--- config.mk ---
export PLATFORM = sky130hd
export DESIGN_NAME = fb_display
export DESIGN_NICKNAME = d
export VERILOG_FILES = /design/src/hdl/fb_pkg.sv /design/src/hdl/fb_swap_ctrl.sv /design/src/hdl/pixel_fifo.sv /design/src/hdl/fb_scanout_dma.sv /design/src/hdl/video_timing.sv /design/src/hdl/fb_display.sv
export VERILOG_INCLUDE_DIRS = /design/src /design/src/hdl
export SDC_FILE = /design/constraint.sdc
export NUM_CORES = 1
export LEC_CHECK = 0
export BUFFER_PORTS_ARGS = -buffer_cell sky130_fd_sc_hd__clkbuf_2
export CORE_MARGIN = 2
export CORE_UTILIZATION = 45
export CTS_CLUSTER_DIAMETER = 150
export CTS_CLUSTER_SIZE = 12
export DETAILED_ROUTE_END_ITERATION = 8
export GPL_ROUTABILITY_DRIVEN = 0
export REMOVE_ABC_BUFFERS = 1
export SLEW_MARGIN = 20
export SYNTH_ARGS = -nofsm -noshare
export SYNTH_HDL_FRONTEND = slang
export SYNTH_SLANG_ARGS = --single-unit
--- constraint.sdc ---
create_clock -name aclkLogic -period 3.4 [get_ports aclkLogic]
set_input_delay 0 -clock aclkLogic [delete_from_list [all_inputs] [get_ports aclkLogic]]
set_output_delay 0 -clock aclkLogic [all_outputs]
set_load 0.05 [all_outputs]
--- src/hdl/fb_defines.svh ---
`ifndef FB_DEFINES_SVH
`define FB_DEFINES_SVH

// Visible area in pixels and lines, kept tiny so a frame simulates quickly
`define FB_H_ACTIVE 16
`define FB_V_ACTIVE 4

// Blanking in clocks per line and in whole lines per frame
`define FB_H_BLANK 8
`define FB_V_BLANK 2

// Hsync occupies the start of horizontal blanking
`define FB_HSYNC_LEN 4

// Beats per AXI read burst, the frame must be a whole number of bursts
`define FB_BURST_LEN 8

`define FB_FIFO_DEPTH 32

// Byte base addresses of the two framebuffers
`define FB_1_ADDR 32'h01E00000
`define FB_2_ADDR 32'h01C00000

`endif

--- src/hdl/fb_pkg.sv ---
`include "fb_defines.svh"

package fb_pkg;

    // Byte address on the memory bus
    typedef logic [31:0] addr_t;

    // Red in the upper byte, blue in the lower byte
    typedef logic [23:0] pixel_t;

    // AXI burst length field, beats minus one
    typedef logic [7:0] axi_len_t;

    typedef logic [3:0] axi_id_t;

    // Wide enough to hold a completely empty FIFO's free count
    typedef logic [$clog2(`FB_FIFO_DEPTH + 1) - 1:0] fifo_level_t;

endpackage

--- src/hdl/fb_swap_ctrl.sv ---
`timescale 1ns/1ps
`include "fb_defines.svh"

module fb_swap_ctrl
(
    input  logic          aclkLogic,
    input  logic          resetn,
    input  logic          swap_i,
    input  logic          frame_start_i,
    output logic          swapped_o,
    output fb_pkg::addr_t display_base_o
);
    fb_pkg::addr_t pending_q;

    // Swap handshake, the rasterizer holds swap_i until swapped_o drops
    always_ff @(posedge aclkLogic)
    begin
        if (!resetn)
        begin
            pending_q <= `FB_2_ADDR;
            swapped_o <= 1'b1;
        end
        else
        begin
            if (swap_i && swapped_o)
            begin
                if (pending_q == `FB_1_ADDR)
                begin
                    pending_q <= `FB_2_ADDR;
                end
                else
                begin
                    pending_q <= `FB_1_ADDR;
                end
                swapped_o <= 1'b0;
            end
            if (!swap_i)
            begin
                swapped_o <= 1'b1;
            end
        end
    end

    // The displayed buffer only changes between frames so nothing tears
    always_ff @(posedge aclkLogic)
    begin
        if (!resetn)
        begin
            display_base_o <= `FB_1_ADDR;
        end
        else if (frame_start_i)
        begin
            display_base_o <= pending_q;
        end
    end

    a_base_valid: assert property (@(posedge aclkLogic) disable iff (!resetn)
        (display_base_o == `FB_1_ADDR) || (display_base_o == `FB_2_ADDR));

endmodule

--- src/hdl/pixel_fifo.sv ---
`timescale 1ns/1ps
`include "fb_defines.svh"

module pixel_fifo
(
    input  logic                aclkLogic,
    input  logic                resetn,
    input  logic                flush_i,
    input  logic                push_i,
    input  fb_pkg::pixel_t      push_data_i,
    input  logic                pop_i,
    output fb_pkg::pixel_t      pop_data_o,
    output logic                empty_o,
    output fb_pkg::fifo_level_t free_o
);
    localparam int PW = $clog2(`FB_FIFO_DEPTH);
    localparam fb_pkg::fifo_level_t DEPTH = fb_pkg::fifo_level_t'(`FB_FIFO_DEPTH);

    fb_pkg::pixel_t      mem [`FB_FIFO_DEPTH];
    logic [PW-1:0]       wr_ptr_q;
    logic [PW-1:0]       rd_ptr_q;
    fb_pkg::fifo_level_t count_q;

    always_ff @(posedge aclkLogic)
    begin
        if (push_i)
        begin
            mem[wr_ptr_q] <= push_data_i;
        end
    end

    always_ff @(posedge aclkLogic)
    begin
        if (!resetn || flush_i)
        begin
            wr_ptr_q <= '0;
            rd_ptr_q <= '0;
            count_q  <= '0;
        end
        else
        begin
            // Depth is a power of two, so the pointers wrap by themselves
            if (push_i)
            begin
                wr_ptr_q <= wr_ptr_q + 1'b1;
            end
            if (pop_i)
            begin
                rd_ptr_q <= rd_ptr_q + 1'b1;
            end
            if (push_i && !pop_i)
            begin
                count_q <= count_q + 1'b1;
            end
            else if (pop_i && !push_i)
            begin
                count_q <= count_q - 1'b1;
            end
        end
    end

    // Head entry is visible before the pop that consumes it
    assign pop_data_o = mem[rd_ptr_q];
    assign empty_o    = (count_q == '0);
    assign free_o     = DEPTH - count_q;

    a_no_overflow: assert property (@(posedge aclkLogic) disable iff (!resetn)
        push_i && !flush_i |-> count_q != DEPTH);

    a_no_underflow: assert property (@(posedge aclkLogic) disable iff (!resetn)
        pop_i |-> !empty_o);

endmodule

--- src/hdl/fb_scanout_dma.sv ---
`timescale 1ns/1ps
`include "fb_defines.svh"

module fb_scanout_dma
(
    input  logic                aclkLogic,
    input  logic                resetn,
    input  logic                frame_start_i,
    input  fb_pkg::addr_t       display_base_i,
    input  fb_pkg::fifo_level_t fifo_free_i,
    output logic                fifo_flush_o,
    output logic                fifo_push_o,
    output fb_pkg::pixel_t      fifo_data_o,
    output logic                m_axi_arvalid_o,
    input  logic                m_axi_arready_i,
    output fb_pkg::addr_t       m_axi_araddr_o,
    output fb_pkg::axi_len_t    m_axi_arlen_o,
    input  logic                m_axi_rvalid_i,
    input  logic [31:0]         m_axi_rdata_i,
    input  logic                m_axi_rlast_i,
    output logic                m_axi_rready_o
);
    localparam int NUM_BURSTS = (`FB_H_ACTIVE * `FB_V_ACTIVE) / `FB_BURST_LEN;
    localparam int BW = $clog2(NUM_BURSTS + 1);
    localparam int CW = $clog2(`FB_BURST_LEN);
    localparam fb_pkg::addr_t BURST_BYTES = fb_pkg::addr_t'(4 * `FB_BURST_LEN);

    typedef enum logic [1:0] {
        ST_IDLE,
        ST_ADDR,
        ST_DATA,
        ST_WAIT_SPACE
    } state_t;

    state_t        state_q;
    fb_pkg::addr_t addr_q;
    logic [BW-1:0] bursts_left_q;
    logic [CW-1:0] beat_cnt_q;
    logic          pending_q;
    logic          flush_q;
    logic          start;
    logic          beat;
    logic          last_beat;

    // A new frame may only begin between bursts, never with a burst in flight
    assign start     = pending_q && (state_q == ST_IDLE || state_q == ST_WAIT_SPACE);
    assign beat      = m_axi_rvalid_i && m_axi_rready_o;
    assign last_beat = (beat_cnt_q == CW'(`FB_BURST_LEN - 1));

    always_ff @(posedge aclkLogic)
    begin
        if (!resetn)
        begin
            state_q       <= ST_IDLE;
            pending_q     <= 1'b0;
            flush_q       <= 1'b0;
            bursts_left_q <= '0;
            beat_cnt_q    <= '0;
        end
        else
        begin
            flush_q   <= start;
            pending_q <= (pending_q && !start) || frame_start_i;
            if (start)
            begin
                state_q       <= ST_WAIT_SPACE;
                bursts_left_q <= BW'(NUM_BURSTS);
            end
            else
            begin
                case (state_q)
                    ST_WAIT_SPACE:
                    begin
                        // Free count is stale while the flush is in progress
                        if (bursts_left_q == '0)
                        begin
                            state_q <= ST_IDLE;
                        end
                        else if (!flush_q &&
                                 fifo_free_i >= fb_pkg::fifo_level_t'(`FB_BURST_LEN))
                        begin
                            state_q <= ST_ADDR;
                        end
                    end
                    ST_ADDR:
                    begin
                        if (m_axi_arready_i)
                        begin
                            state_q    <= ST_DATA;
                            beat_cnt_q <= '0;
                        end
                    end
                    ST_DATA:
                    begin
                        if (beat)
                        begin
                            beat_cnt_q <= beat_cnt_q + 1'b1;
                            if (last_beat)
                            begin
                                bursts_left_q <= bursts_left_q - 1'b1;
                                state_q       <= ST_WAIT_SPACE;
                            end
                        end
                    end
                    default:
                    begin
                        state_q <= ST_IDLE;
                    end
                endcase
            end
        end
    end

    always_ff @(posedge aclkLogic)
    begin
        if (start)
        begin
            addr_q <= display_base_i;
        end
        else if (beat && last_beat)
        begin
            addr_q <= addr_q + BURST_BYTES;
        end
    end

    assign m_axi_arvalid_o = (state_q == ST_ADDR);
    assign m_axi_araddr_o  = addr_q;
    assign m_axi_arlen_o   = fb_pkg::axi_len_t'(`FB_BURST_LEN - 1);
    assign m_axi_rready_o  = (state_q == ST_DATA) && (fifo_free_i != '0);

    assign fifo_flush_o = flush_q;
    assign fifo_push_o  = beat;
    assign fifo_data_o  = m_axi_rdata_i[23:0];

    a_rlast_on_count: assert property (@(posedge aclkLogic) disable iff (!resetn)
        beat |-> (m_axi_rlast_i == last_beat));

endmodule

--- src/hdl/video_timing.sv ---
`timescale 1ns/1ps
`include "fb_defines.svh"

module video_timing
(
    input  logic aclkLogic,
    input  logic resetn,
    output logic de_o,
    output logic hsync_o,
    output logic vsync_o,
    output logic frame_start_o
);
    localparam int H_TOTAL = `FB_H_ACTIVE + `FB_H_BLANK;
    localparam int V_TOTAL = `FB_V_ACTIVE + `FB_V_BLANK;
    localparam int HW = $clog2(H_TOTAL);
    localparam int VW = $clog2(V_TOTAL);

    localparam logic [HW-1:0] H_LAST      = HW'(H_TOTAL - 1);
    localparam logic [VW-1:0] V_LAST      = VW'(V_TOTAL - 1);
    localparam logic [HW-1:0] H_ACT       = HW'(`FB_H_ACTIVE);
    localparam logic [HW-1:0] H_SYNC_END  = HW'(`FB_H_ACTIVE + `FB_HSYNC_LEN);
    localparam logic [VW-1:0] V_ACT       = VW'(`FB_V_ACTIVE);

    logic [HW-1:0] h_q;
    logic [VW-1:0] v_q;

    // Position counters, column runs fastest
    always_ff @(posedge aclkLogic)
    begin
        if (!resetn)
        begin
            h_q <= '0;
            v_q <= '0;
        end
        else if (h_q == H_LAST)
        begin
            h_q <= '0;
            if (v_q == V_LAST)
            begin
                v_q <= '0;
            end
            else
            begin
                v_q <= v_q + 1'b1;
            end
        end
        else
        begin
            h_q <= h_q + 1'b1;
        end
    end

    // Outputs lag the counters by one clock, so position 0,0 appears right after reset
    always_ff @(posedge aclkLogic)
    begin
        if (!resetn)
        begin
            de_o          <= 1'b0;
            hsync_o       <= 1'b0;
            vsync_o       <= 1'b0;
            frame_start_o <= 1'b0;
        end
        else
        begin
            de_o          <= (h_q < H_ACT) && (v_q < V_ACT);
            hsync_o       <= (h_q >= H_ACT) && (h_q < H_SYNC_END);
            vsync_o       <= (v_q == V_ACT);
            frame_start_o <= (v_q == V_ACT) && (h_q == '0);
        end
    end

endmodule

--- src/hdl/fb_display.sv ---
`timescale 1ns/1ps

module fb_display
(
    input  logic             aclkLogic,
    input  logic             resetn,
    input  logic             swap_i,
    output logic             swapped_o,
    output logic             m_axi_arvalid_o,
    input  logic             m_axi_arready_i,
    output fb_pkg::addr_t    m_axi_araddr_o,
    output fb_pkg::axi_len_t m_axi_arlen_o,
    output fb_pkg::axi_id_t  m_axi_arid_o,
    output logic [2:0]       m_axi_arsize_o,
    output logic [1:0]       m_axi_arburst_o,
    output logic             m_axi_arlock_o,
    output logic [3:0]       m_axi_arcache_o,
    output logic [2:0]       m_axi_arprot_o,
    input  logic             m_axi_rvalid_i,
    input  logic [31:0]      m_axi_rdata_i,
    input  logic             m_axi_rlast_i,
    input  logic [1:0]       m_axi_rresp_i,
    output logic             m_axi_rready_o,
    output fb_pkg::pixel_t   pixel_o,
    output logic             de_o,
    output logic             hsync_o,
    output logic             vsync_o,
    output logic             underrun_o
);
    logic                frame_start;
    fb_pkg::addr_t       display_base;
    fb_pkg::fifo_level_t fifo_free;
    logic                fifo_flush;
    logic                fifo_push;
    fb_pkg::pixel_t      fifo_push_data;
    fb_pkg::pixel_t      fifo_head;
    logic                fifo_empty;
    logic                fifo_pop;

    // Word reads with incrementing bursts, everything else left at zero
    assign m_axi_arid_o    = '0;
    assign m_axi_arsize_o  = 3'd2;
    assign m_axi_arburst_o = 2'b01;
    assign m_axi_arlock_o  = 1'b0;
    assign m_axi_arcache_o = 4'd0;
    assign m_axi_arprot_o  = 3'd0;

    fb_swap_ctrl u_swap (
        .aclkLogic      (aclkLogic),
        .resetn         (resetn),
        .swap_i         (swap_i),
        .frame_start_i  (frame_start),
        .swapped_o      (swapped_o),
        .display_base_o (display_base)
    );

    fb_scanout_dma u_dma (
        .aclkLogic       (aclkLogic),
        .resetn          (resetn),
        .frame_start_i   (frame_start),
        .display_base_i  (display_base),
        .fifo_free_i     (fifo_free),
        .fifo_flush_o    (fifo_flush),
        .fifo_push_o     (fifo_push),
        .fifo_data_o     (fifo_push_data),
        .m_axi_arvalid_o (m_axi_arvalid_o),
        .m_axi_arready_i (m_axi_arready_i),
        .m_axi_araddr_o  (m_axi_araddr_o),
        .m_axi_arlen_o   (m_axi_arlen_o),
        .m_axi_rvalid_i  (m_axi_rvalid_i),
        .m_axi_rdata_i   (m_axi_rdata_i),
        .m_axi_rlast_i   (m_axi_rlast_i),
        .m_axi_rready_o  (m_axi_rready_o)
    );

    pixel_fifo u_fifo (
        .aclkLogic   (aclkLogic),
        .resetn      (resetn),
        .flush_i     (fifo_flush),
        .push_i      (fifo_push),
        .push_data_i (fifo_push_data),
        .pop_i       (fifo_pop),
        .pop_data_o  (fifo_head),
        .empty_o     (fifo_empty),
        .free_o      (fifo_free)
    );

    video_timing u_timing (
        .aclkLogic     (aclkLogic),
        .resetn        (resetn),
        .de_o          (de_o),
        .hsync_o       (hsync_o),
        .vsync_o       (vsync_o),
        .frame_start_o (frame_start)
    );

    // Video never waits, a missing pixel shows as black
    assign fifo_pop = de_o && !fifo_empty;
    assign pixel_o  = fifo_pop ? fifo_head : '0;

    // Sticky until reset so software can see that any pixel was lost
    always_ff @(posedge aclkLogic)
    begin
        if (!resetn)
        begin
            underrun_o <= 1'b0;
        end
        else if (de_o && fifo_empty)
        begin
            underrun_o <= 1'b1;
        end
    end

    a_read_okay: assert property (@(posedge aclkLogic) disable iff (!resetn)
        m_axi_rvalid_i && m_axi_rready_o |-> m_axi_rresp_i == 2'b00);

endmodule

[Word-level counts from Yosys, hierarchy flattened]
Memories as Yosys holds them, arrays and structs flattened. A register that Yosys moved wholly into a read port is not among the register bits.
Cells that the tools add are included.
W data, S select, Z words.
Word-level totals
  memories kept: 1
  flip-flop bits (word level): 137
  RAM bits: 768
Memories
  u_fifo.mem: words 32, bits a word 24, read ports 1, clocked after memory_dff 1, wr ports 1, line pixel_fifo.sv:19  | fb_pkg::pixel_t mem [`FB_FIFO_DEPTH];
Cells by class
  bitwise logic cells: 2
  multiplexer cells: 25
  $add $sub $neg: 10
  reduce and logical (&&, ||, !) cells: 41
  order comparisons: 5
  equal/unequal tests: 14
Operators with widths (number)
  $mux W32: 2
  $add A32 B6 Y32 const B: 1
  $eq A32 B25 Y1 const B: 1
  $mux W24: 1
  $mux W22: 1
  $mux W4: 4
  $add A5 B1 Y5 const B: 3
  $logic_and A1 B1 Y1: 14
  $mux W2: 6
  $mux W6: 2
  $reduce_bool A2 Y1: 6
  $lt A5 B5 Y1 const B: 2
  $mux W5: 2
  $eq A3 B3 Y1 const B: 3
  $mux W3: 3
  $ne A3 B1 Y1 const B: 3
  $reduce_and A4 Y1: 2
  $add A3 B1 Y3 const B: 2
  $add A6 B1 Y6 const B: 1
  $ge A6 B4 Y1 const B: 1
  $logic_not A1 Y1: 6
  $logic_not A6 Y1: 1
  $pmux W2 S3: 1
  $pmux W3 S2: 1
  other kinds (20): 28

[Logic depth before layout (Yosys ltp)]
Gate-level depths: netlist (run 1).
  word-level depth: 8
  gate-level depth with buffers: 13

[By module]
From an unflattened synthesis (run 1), not the netlist that was laid out.
Unflattened totals
  cells, all modules: 1952
  area total of the unflattened synthesis: 34376.7 µm²
Modules (own cells, without submodules)
  pixel_fifo: times used 1, area each 30456.7 µm², cells each 1524
  fb_scanout_dma: times used 1, area each 2726.4 µm², cells each 290
  video_timing: times used 1, area each 481.7 µm², cells each 46
  fb_display: times used 1, area each 370.4 µm², cells each 49
  fb_swap_ctrl: times used 1, area each 341.6 µm², cells each 43

[Least setup slack after synthesis (run 1)]
OpenSTA, ideal clock, no wires.
  kind: register to register
  start: reg u_dma.state_q[0]
  end: reg u_fifo.count_q[5]
  required time: 3276 ps
  period minus slack after synthesis: 3050 ps
  stages on the path, launching flop included: 14
  data arrival time: 2926 ps
  setup slack: 350 ps
  cells stage by stage: dfxtp_1 > inv_1 > ha_1 > nand2_1 > a31oi_1 > buf_2 > ha_1 > inv_1 > ha_1 > or4_1 > a311o_1 > o311ai_0 > xnor2_1 > nor2_1
On the way
  word-level cells in the longest chain between the ends: 6
  elaborated cells between the ends (all ways): 8
RTL lines
  from (decl): line fb_scanout_dma.sv:35  | state_t state_q;
  from (signal assigned): line fb_scanout_dma.sv:54  | state_q <= ST_IDLE;
  from (signal assigned): line fb_scanout_dma.sv:66  | state_q <= ST_WAIT_SPACE;
  from (signal assigned): line fb_scanout_dma.sv:77  | state_q <= ST_IDLE;
  $eq A2 B2 Y1 *: line fb_scanout_dma.sv:129  | assign m_axi_rready_o = (state_q == ST_DATA) && (fifo_free_i != '0);
  $logic_and A1 B1 Y1 *: line fb_scanout_dma.sv:129
  $logic_and A1 B1 Y1 *: line fb_scanout_dma.sv:47  | assign beat = m_axi_rvalid_i && m_axi_rready_o;
  net fifo_push: line fb_display.sv:34  | logic fifo_push;
  $logic_not A1 Y1: line pixel_fifo.sv:55  | else if (pop_i && !push_i)
  $logic_and A1 B1 Y1: line pixel_fifo.sv:55
  $reduce_bool A2 Y1 (no source line)
  to (signal assigned): line pixel_fifo.sv:53  | count_q <= count_q + 1'b1;
  to (signal assigned): line pixel_fifo.sv:57  | count_q <= count_q - 1'b1;
  to (decl): line pixel_fifo.sv:22  | fb_pkg::fifo_level_t count_q;
Mark *: on every way through the listed nets, which the timed path passes. The rest lies on a longest branch.
A chain may end at the register's enable or synchronous reset.

==> results.yml, run 1 <==
outcome:
  status: "completed"
clock_tree:
  path_clk_slew_ns: 0.06
  clk_path_buf_depth: 3
  clk_latency_ns: 0.63
  root_buffer: "clkbuf_16"
  htreeDepth: 3
  clkSinkCount: 843
  cts-resized-gates: 0
  cts_tree: "done"
  cts-buffers-inserted: 80
synth:
  yosysTopAreaCell: "edfxtp_1"
  ys_seq_area_share_pct: 74.35
  yosysWarnings: 0
  avgSynthCellArea_um2: 19.69
  synth_cell_types: 51
  netlist.area_leader.share_pct: 71.48
  synthFlopType: "edfxtp_1"
  syn_area_um2: 33400
  synth_area_leaders: "edfxtp_1 (71%), mux4_2 (13%), dfxtp_1 (2.9%), mux2_2 (1.6%), mux2i_1 (1.6%)"
  postSynthCellCount: 1696
  ys_seq_elements: 843
  ys_async_sr_fraction_pct: 0
  synth_edf_count: 795
sta:
  worstMarginPinSlew_ns: 0.9274
  relSlewSlack_pct: 38.17
  skew_ns: 0.02190
  rsz0062_at_grt: "false"
  tns_ns: 0
  whs_ns: 0.02126
  fmax_mhz: 322.1
  final-setup-viol-count: 0
  fin_crit_sh_pct: 91.31
  finalHoldViolations: 0
  min_period_ns: 3.104
  slew_violations: 0
floorplan:
  ios: 128
  die_area_um2: 76420
  start_util_pct: 45.62
  fp.dieW_um: 276.4
  die_h_um: 276.4
  rows: 99
  core_um2: 73210
pwr:
  leakage_uw: 0.01193
  power_density_nw_per_um2: 642.5
  max-vdd-ir-drop_mv: 0.4101
route:
  dr.pass1.iters: 5
  first_iter_violations: 1372
  drt-total-wl_um: 74930
  vias: 16320
  vias_per_cell: 5.722
  drc: 0
  post_drt_wl_per_cell_um: 26.26
  drtAntennaViolNets: 0
setup_path:
  crit_path_end_kind: "output pin"
  cpMaxStageDelayCell: "dfxtp_4"
  critPathMaxFanout: 48
  cpPeakStageDelay_ns: 0.52
  cp_top_family: "buffers and inverters"
  path_buf_inv: 3
  setup.worst_path.class: "reg -> out"
  worstPathRequired_ns: 3.40
  cp_cell_sequence: "buf_12 > buf_4 > mux4_2 > mux2_2 > a21oi_1 > o22ai_1 > clkbuf_2"
  start_kind: "register"
  worstPathArrival_ns: 3.10
placement:
  port_buffers: 86
  dp_hpwl_um: 41410
grt:
  grt_pass1_vias: 17070
  grt_max_degree: 56
  overflow: 0
  grt_usage_pct: 19.81
  antenna_found_initial: 3
  grt_pass1_wl_um: 111300
finish:
  antenna_cells: 0
  areaGrowthSynthToFinish_pct: 13.94
  fin_nets: 1936
  drive_gt1_share_pct: 28.56
worst_hold_path:
  hold_path_class: "in -> reg"
flow_run:
  cap_violations: 0
## routing by layer
layer | vias to the layer above | share of wire, % | GRT usage (%)
li1 | 7104 | - | -
met1 | 8607 | 43 | 27.56
met3 | 90 | 5.8 | 3.236
met4 | 4 | 1.9 | 5.128
met5 | - | 0.036 | 0
met2 | 519 | 49 | 32.75
## cell usage after synthesis, types with 3 or more instances
master / instances
nand2_1: 39
nand3b_1: 3
buf_1: 22
xnor2_1: 14
a21boi_0: 5
or3_1: 3
nand4_1: 13
nor3_1: 5
edfxtp_1: 795
mux2i_1: 52
xor2_1: 29
nand4b_1: 3
nor2b_1: 6
and2_1: 8
and3_1: 8
buf_4: 30
a21oi_1: 56
mux2_2: 48
nor2_1: 132
buf_2: 18
o22ai_1: 24
nand3_1: 18
inv_1: 16
o21ai_0: 6
nand2b_1: 4
clkbuf_1: 35
a21o_1: 4
mux4_2: 192
buf_6: 10
ha_1: 20
dfxtp_1: 48
## per-stage QoR
step | area [µm²] | setup WS (ns) | cells | total power (µW) | utilization, %
after global placement | 35640 | 0.5014 | 2728 | 16620 | 48.69
final | 38060 | 0.2956 | 2853 | 24450 | 51.99
after global routing | 38060 | 0.1679 | 2853 | 25430 | 51.99
after detailed placement | 35640 | 0.4632 | 2728 | 16660 | 48.69
after floorplan | 32860 | -6.351 | 1609 | 14660 | -
after CTS | 37950 | 0.05171 | 2841 | 24600 | 51.85
## cell type report
cell class              count  area [µm²]
well taps                 959        1200
fillers                  5762       35150
clock inverters             6       88.84
multi-input cells         750        8212
clock buffers              95        2101
inverters                  16       60.06
flip-flops and latches    843       24850
repair buffers            184        1546
## sequential cells by signal, summed over array words and instances, names as in the netlist, named ones only
name	flops
u_fifo.rd_ptr_q	5
u_swap.swapped_o	1
underrun_o	1
u_dma.fifo_flush_o	1
u_fifo.wr_ptr_q	5
u_fifo.count_q	6
u_timing.h_q	5
u_timing.de_o	1
u_dma.state_q	2
u_dma.beat_cnt_q	3
u_dma.bursts_left_q	4
u_dma.pending_q	1
u_fifo.mem	768
u_swap.display_base_o	1
u_swap.pending_q	1
u_dma.m_axi_araddr_o	27
u_timing.vsync_o	1
u_timing.v_q	3
u_timing.hsync_o	1
u_timing.frame_start_o	1
## logic make-up after synthesis
| family | after synthesis | share of synthesized area, % |
|---|---|---|
| adder cells (fa/ha/maj) | 21 | 0.8092 |
| other | 2 | 0.02249 |
| AND/OR/NAND/NOR | 255 | 3.533 |
| flip-flops | 843 | 74.35 |
| buffers and inverters | 131 | 2.102 |
| AO/OA/AOI/OAI | 109 | 1.929 |
| XOR/XNOR | 43 | 1.128 |
| multiplexers | 292 | 16.12 |
## worst register-to-register path, stage by stage (launching register included)
cell      delay, ns
dfxtp_1        0.37
nor4_1         0.37
a21boi_1       0.17
inv_1          0.11
ha_1           0.25
inv_1          0.16
ha_1           0.24
or4_1          0.52
a311o_1        0.28
o311ai_0       0.11
xnor2_1        0.20
nor2_1         0.07
## timing repair
action | in CTS | in global routing
hold endpoints to repair | 222 | 0
setup endpoints to repair | 0 | 5
hold buffers | 12 | 0
setup buffers | 0 | 12
## layout by cell type (no fill, tap or decap), types with 14 or more instances in the layout
master       n
a21oi_1     56
dfxtp_1     44
clkbuf_2    86
edfxtp_1   795
xnor2_1     14
xor2_1      29
buf_12      28
nor2_1     100
buf_4       58
nor2_4      32
mux2i_1     52
mux2_2      48
nand2_1     39
mux4_2     192
clkbuf_16   82
o22ai_1     24
nand3_1     18
ha_1        20
inv_1       16
conb_1      30
## worst paths after layout
check	startpoint	to	slack, ns	depth (start not counted)
setup / recovery	register	pixel_o[17]	0.30	7
hold / removal	m_axi_rdata_i[11]	u_fifo.mem[2][11]$_DFFE_PP_	0.02	1
setup reg to reg	u_fifo.count_q[0]$_SDFFE_PP0P_	u_fifo.count_q[5]$_SDFFE_PP0P_	0.43	11
hold reg to reg	u_timing.h_q[0]$_SDFF_PP0_	u_timing.h_q[0]$_SDFF_PP0_	0.46	1
## power by group
group | internal, µW | switching, µW | total, µW
Clock | 4340 | 3620 | 7960
Combinational | 2210 | 2630 | 4840
Sequential | 11500 | 172 | 11600
Total | 18000 | 6430 | 24400
Power figures use the tool's default switching activity.
==> run 2, diff against run 1 <==
CORE_UTILIZATION = 47   (was 45)
==> results.yml, run 2 (synthesis gave the netlist of run 1 again) <==
sta:
  worstMarginPinSlew_ns: 0.8209
  finalHoldViolations: 0
  relSlewSlack_pct: 45.27
  min_period_ns: 3.095
  fin_crit_sh_pct: 91.04
  timing.final.ws_setup_ns: 0.3045
  skew_ns: 0.03214
  rsz0062_at_grt: "false"
  slew_violations: 0
  final-setup-viol-count: 0
  fmax_mhz: 323.1
worst_hold_path:
  hold_path_class: "in -> reg"
  worstHoldStart: "m_axi_rdata_i[13]"
setup_path:
  r2r-start: "u_dma.state_q[0]$_SDFFE_PN0P_"
  worstPathArrival_ns: 3.10
  cpPeakStageDelay_ns: 0.59
  critPathMaxFanout: 21
  cp_cell_sequence: "buf_4 > mux4_2 > mux2_2 > a21oi_1 > o22ai_1 > clkbuf_2"
  cp_top_family: "buffers and inverters"
  crit_path_end_kind: "output pin"
  cpMaxStageDelayCell: "dfxtp_4"
  start_kind: "register"
  r2r_setup_slack_ns: 0.41
  path_buf_inv: 2
  setup.worst_path.class: "reg -> out"
  worstPathRequired_ns: 3.40
clock_tree:
  path_clk_slew_ns: 0.06
  cts-buffers-inserted: 80
  clk_latency_ns: 0.63
  cts_tree: "done"
  clk_path_buf_depth: 3
  root_buffer: "clkbuf_16"
  htreeDepth: 3
  clkSinkCount: 843
finish:
  layout_common_cells: "edfxtp_1 (795), mux4_2 (192), nor2_1 (100), clkbuf_2 (86), clkbuf_16 (81)"
  instances_no_fill: 2819
  antenna_cells: 0
  drive_gt1_share_pct: 28.05
  areaGrowthSynthToFinish_pct: 13.64
  fin_nets: 1919
  regMostFlops: "u_fifo.mem"
  largest_register_ffs: 768
  layout_commonest_cell: "edfxtp_1"
route:
  drtAntennaViolNets: 0
  post_drt_wl_per_cell_um: 26.49
  vias: 16450
  first_iter_violations: 1590
  drt-total-wl_um: 74670
  drc: 0
  vias_per_cell: 5.834
  dr.pass1.iters: 5
floorplan:
  core_um2: 70150
  die_area_um2: 73210
  start_util_pct: 47.61
  die_h_um: 270.6
  fp.dieW_um: 270.6
  ios: 128
  rows: 97
grt:
  grt_pass1_wl_um: 110600
  grt_usage_pct: 20.68
  antenna_found_initial: 0
  grt_pass1_vias: 16970
  overflow: 0
  grt_max_degree: 53
pwr:
  comb_power_share_pct: 19.7
  p_seq_share_pct: 47.8
  max-vdd-ir-drop_mv: 0.3465
  power_density_nw_per_um2: 641.0
  leakage_uw: 0.01185
  switching_share_pct: 26.48
  pwr-share-clk_pct: 32.5
  p_sw_uw: 6443
  intPower_uw: 17890
placement:
  place_inst: 2701
  dp_hpwl_um: 41880
  pre_cts_slack_ns: 0.3816
  port_buffers: 86
flow_run:
  cap_violations: 0
outcome:
  status: "completed"
==> run 2: through the flow <==
stage | total power [µW] | TNS [ns] | hold WS [ns] | util, % | cell area (µm²)
after global routing | 25320 | 0 | 0.05872 | 54.11 | 37960
after global placement | 16600 | 0 | 0.1709 | 50.82 | 35650
after floorplan | 14660 | -152.41 | 0.06194 | - | 32860
after CTS | 24600 | 0 | 0.002163 | 54.11 | 37960
after detailed placement | 16640 | 0 | 0.1746 | 50.82 | 35650
final | 24330 | 0 | 0.01223 | 54.11 | 37960
==> run 2: per-layer routing <==
layer,up-vias,part of all wire (%),track usage (%)
met5,-,0,0
met4,0,2.0,5.787
met3,86,7.5,3.887
met2,590,48,32.82
met1,8698,43,29.56
li1,7071,-,-
==> run 2: final timing paths <==
check,depth (start not counted),endpoint
worst min-delay path,1,u_fifo.mem[20][13]$_DFFE_PP_
worst min register to register,2,u_swap.display_base_o[21]$_SDFFE_PN1P_
worst max register to register,8,u_fifo.mem[16][0]$_DFFE_PP_
worst max-delay path,6,pixel_o[4]
==> run 2: power groups by stage <==
stage	sequential, µW	combinational (µW)	clock (µW)
floorplan	12100	2570	0
finish	11600	4800	7910
global route	11600	5200	8480
global placement	11900	4710	0
detailed placement	11900	4750	0
CTS	11600	4890	8090
==> run 2: what timing repair did <==
| action | CTS | global route |
|---|---|---|
| endpoints found under the hold margin | 168 | 0 |
| setup endpoints to repair | 1 | 0 |
| hold buffers | 9 | 0 |
| gates resized for setup | 0 | 0 |
| setup buffers | 6 | 0 |
==> run 2: layout make-up <==
cell class              count  area, µm²
flip-flops and latches    843      24850
inverters                  16      60.06
clock inverters             7      90.09
repair buffers            167       1486
multi-input cells         750       8212
fillers                  5488      32190
well taps                 940       1176
clock buffers              96       2083
==> run 2: worst reg2reg max path: cells and delay by family, from the launching register on <==
family | cells | cell delay (ns)
AOI/OAI and AO/OA | 1 | 0.23
buffers and inverters | 3 | 0.64
adders and majority gates | 1 | 0.24
DFF | 1 | 0.35
and+or+nand+nor | 3 | 1.21
==> run 3, diff against run 2 <==
MAX_ROUTING_LAYER = met4   (was not set)
==> results.yml, run 3 (synthesis gave the netlist of run 1 again) <==
floorplan:
  core_um2: 70150
  die_area_um2: 73210
  die_h_um: 270.6
  rows: 97
  start_util_pct: 47.61
  ios: 128
  fp.dieW_um: 270.6
route:
  first_iter_violations: 1506
  dr.pass1.iters: 5
  met1_length_um: 31900
  drc: 0
  dr_wl_met2_um: 35840
  dr.max_layer_used: "met4"
  met3WireLength_um: 5337
  post_drt_wl_per_cell_um: 26.47
  vias: 16410
  drtAntennaViolNets: 0
  drt-total-wl_um: 74610
  vias_per_cell: 5.819
sta:
  final-setup-viol-count: 0
  tns_ns: 0
  min_period_ns: 3.109
  fin_crit_sh_pct: 91.45
  relSlewSlack_pct: 44.09
  worstMarginPinSlew_ns: 0.8386
  fmax_mhz: 321.6
  rsz0062_at_grt: "false"
  slew_violations: 0
  finalHoldViolations: 0
  skew_ns: 0.03278
  timing.final.ws_setup_ns: 0.2907
setup_path:
  crit_path_end_kind: "output pin"
  setup.worst_path.class: "reg -> out"
  critPathMaxFanout: 21
  worstPathRequired_ns: 3.40
  cp_cell_sequence: "buf_4 > mux4_2 > mux2_2 > a21oi_1 > o22ai_1 > clkbuf_2"
  start_kind: "register"
  worstPathArrival_ns: 3.11
  cpPeakStageDelay_ns: 0.59
  cpMaxStageDelayCell: "dfxtp_4"
clock_tree:
  path_clk_slew_ns: 0.06
  root_buffer: "clkbuf_16"
  htreeDepth: 3
  cts-buffers-inserted: 80
  clk_latency_ns: 0.63
  clkSinkCount: 843
  clk_path_buf_depth: 3
  cts_tree: "done"
grt:
  grt_max_degree: 53
  antenna_found_initial: 0
  overflow: 0
  grt_pass1_vias: 16970
  grt_pass1_wl_um: 110600
  grt_usage_pct: 21.32
finish:
  layout_common_cells: "edfxtp_1 (795), mux4_2 (192), nor2_1 (100), clkbuf_2 (86), clkbuf_16 (81)"
  regMostFlops: "u_fifo.mem"
  fin_nets: 1919
  fillers: 5488
  layout_commonest_cell: "edfxtp_1"
  antenna_cells: 0
  fin_util_pct: 54.11
  areaGrowthSynthToFinish_pct: 13.64
  drive_gt1_share_pct: 28.05
  largest_register_ffs: 768
placement:
  pre_cts_slack_ns: 0.3816
  port_buffers: 86
  dp_hpwl_um: 41880
pwr:
  comb_power_share_pct: 19.8
  switching_share_pct: 26.52
  max-vdd-ir-drop_mv: 0.3472
  total_power_uw: 24340
  p_seq_share_pct: 47.7
  pwr-share-clk_pct: 32.5
  intPower_uw: 17890
  power_density_nw_per_um2: 641.4
  leakage_uw: 0.01185
  p_sw_uw: 6457
flow_run:
  cap_violations: 0
worst_hold_path:
  hold_path_class: "in -> reg"
outcome:
  status: "completed"
-- run 3: cell counts in the layout (fill, tap and decap cells not counted) --
Identical to the previous run, type by type.
-- run 3: per-layer routing --
metal  up-vias  track usage (%)
met3        98            3.825
met1      8662            29.57
met4         0            5.787
li1       7073                -
met5         -                -
met2       572            32.86
-- run 3: worst max-delay path: cells and delay by family (launching register included) --
kind | cells | cell delay, ns
multiplexers | 2 | 0.65
AO/OA/AOI/OAI | 2 | 0.53
buffers and inverters | 2 | 0.67
flip-flops | 1 | 0.59
-- run 3: power by group through the flow --
stage	combinational, µW	clock, µW	sequential, µW
after floorplan	2570	0	12100
after global placement	4710	0	11900
after detailed placement	4750	0	11900
after CTS	4890	8090	11600
after global routing	5200	8490	11600
final	4810	7910	11600
-- run 3: what timing repair did --
item	CTS	global route
buffers inserted	6	0
hold endpoints to repair	168	0
setup endpoints to repair	1	0
hold buffers	9	0
resized for setup	0	0
-- run 3: cell type report --
cell class / count / area (µm²) / share of cell area, %
repair buffers: 167 / 1486 / 3.916
well taps: 940 / 1176 / 3.099
inverters: 16 / 60.06 / 0.1582
multi-input cells: 750 / 8212 / 21.63
clock buffers: 96 / 2083 / 5.489
flip-flops and latches: 843 / 24850 / 65.47
clock inverters: 7 / 90.09 / 0.2373
-- run 3: stage by stage --
step,std cells,instance area (µm²),hold slack [ns]
2_1_floorplan,1609,32860,0.06194
3_3_place_gp,2701,35650,0.1709
3_5_place_dp,2701,35650,0.1746
4_1_cts,2819,37960,0.002163
5_1_grt,2819,37960,0.06840
6_report,2819,37960,0.02692
-- run 3: path summary, 6_finish.rpt --
kind	from	to	slack [ns]	cells past startpoint
min reg2reg	u_swap.display_base_o[21]$_SDFFE_PN1P_	u_swap.display_base_o[21]$_SDFFE_PN1P_	0.48	2
min	m_axi_rdata_i[13]	u_fifo.mem[20][13]$_DFFE_PP_	0.03	1
max	register	pixel_o[4]	0.29	6
max reg2reg	u_dma.state_q[0]$_SDFFE_PN0P_	u_fifo.mem[21][0]$_DFFE_PP_	0.41	8
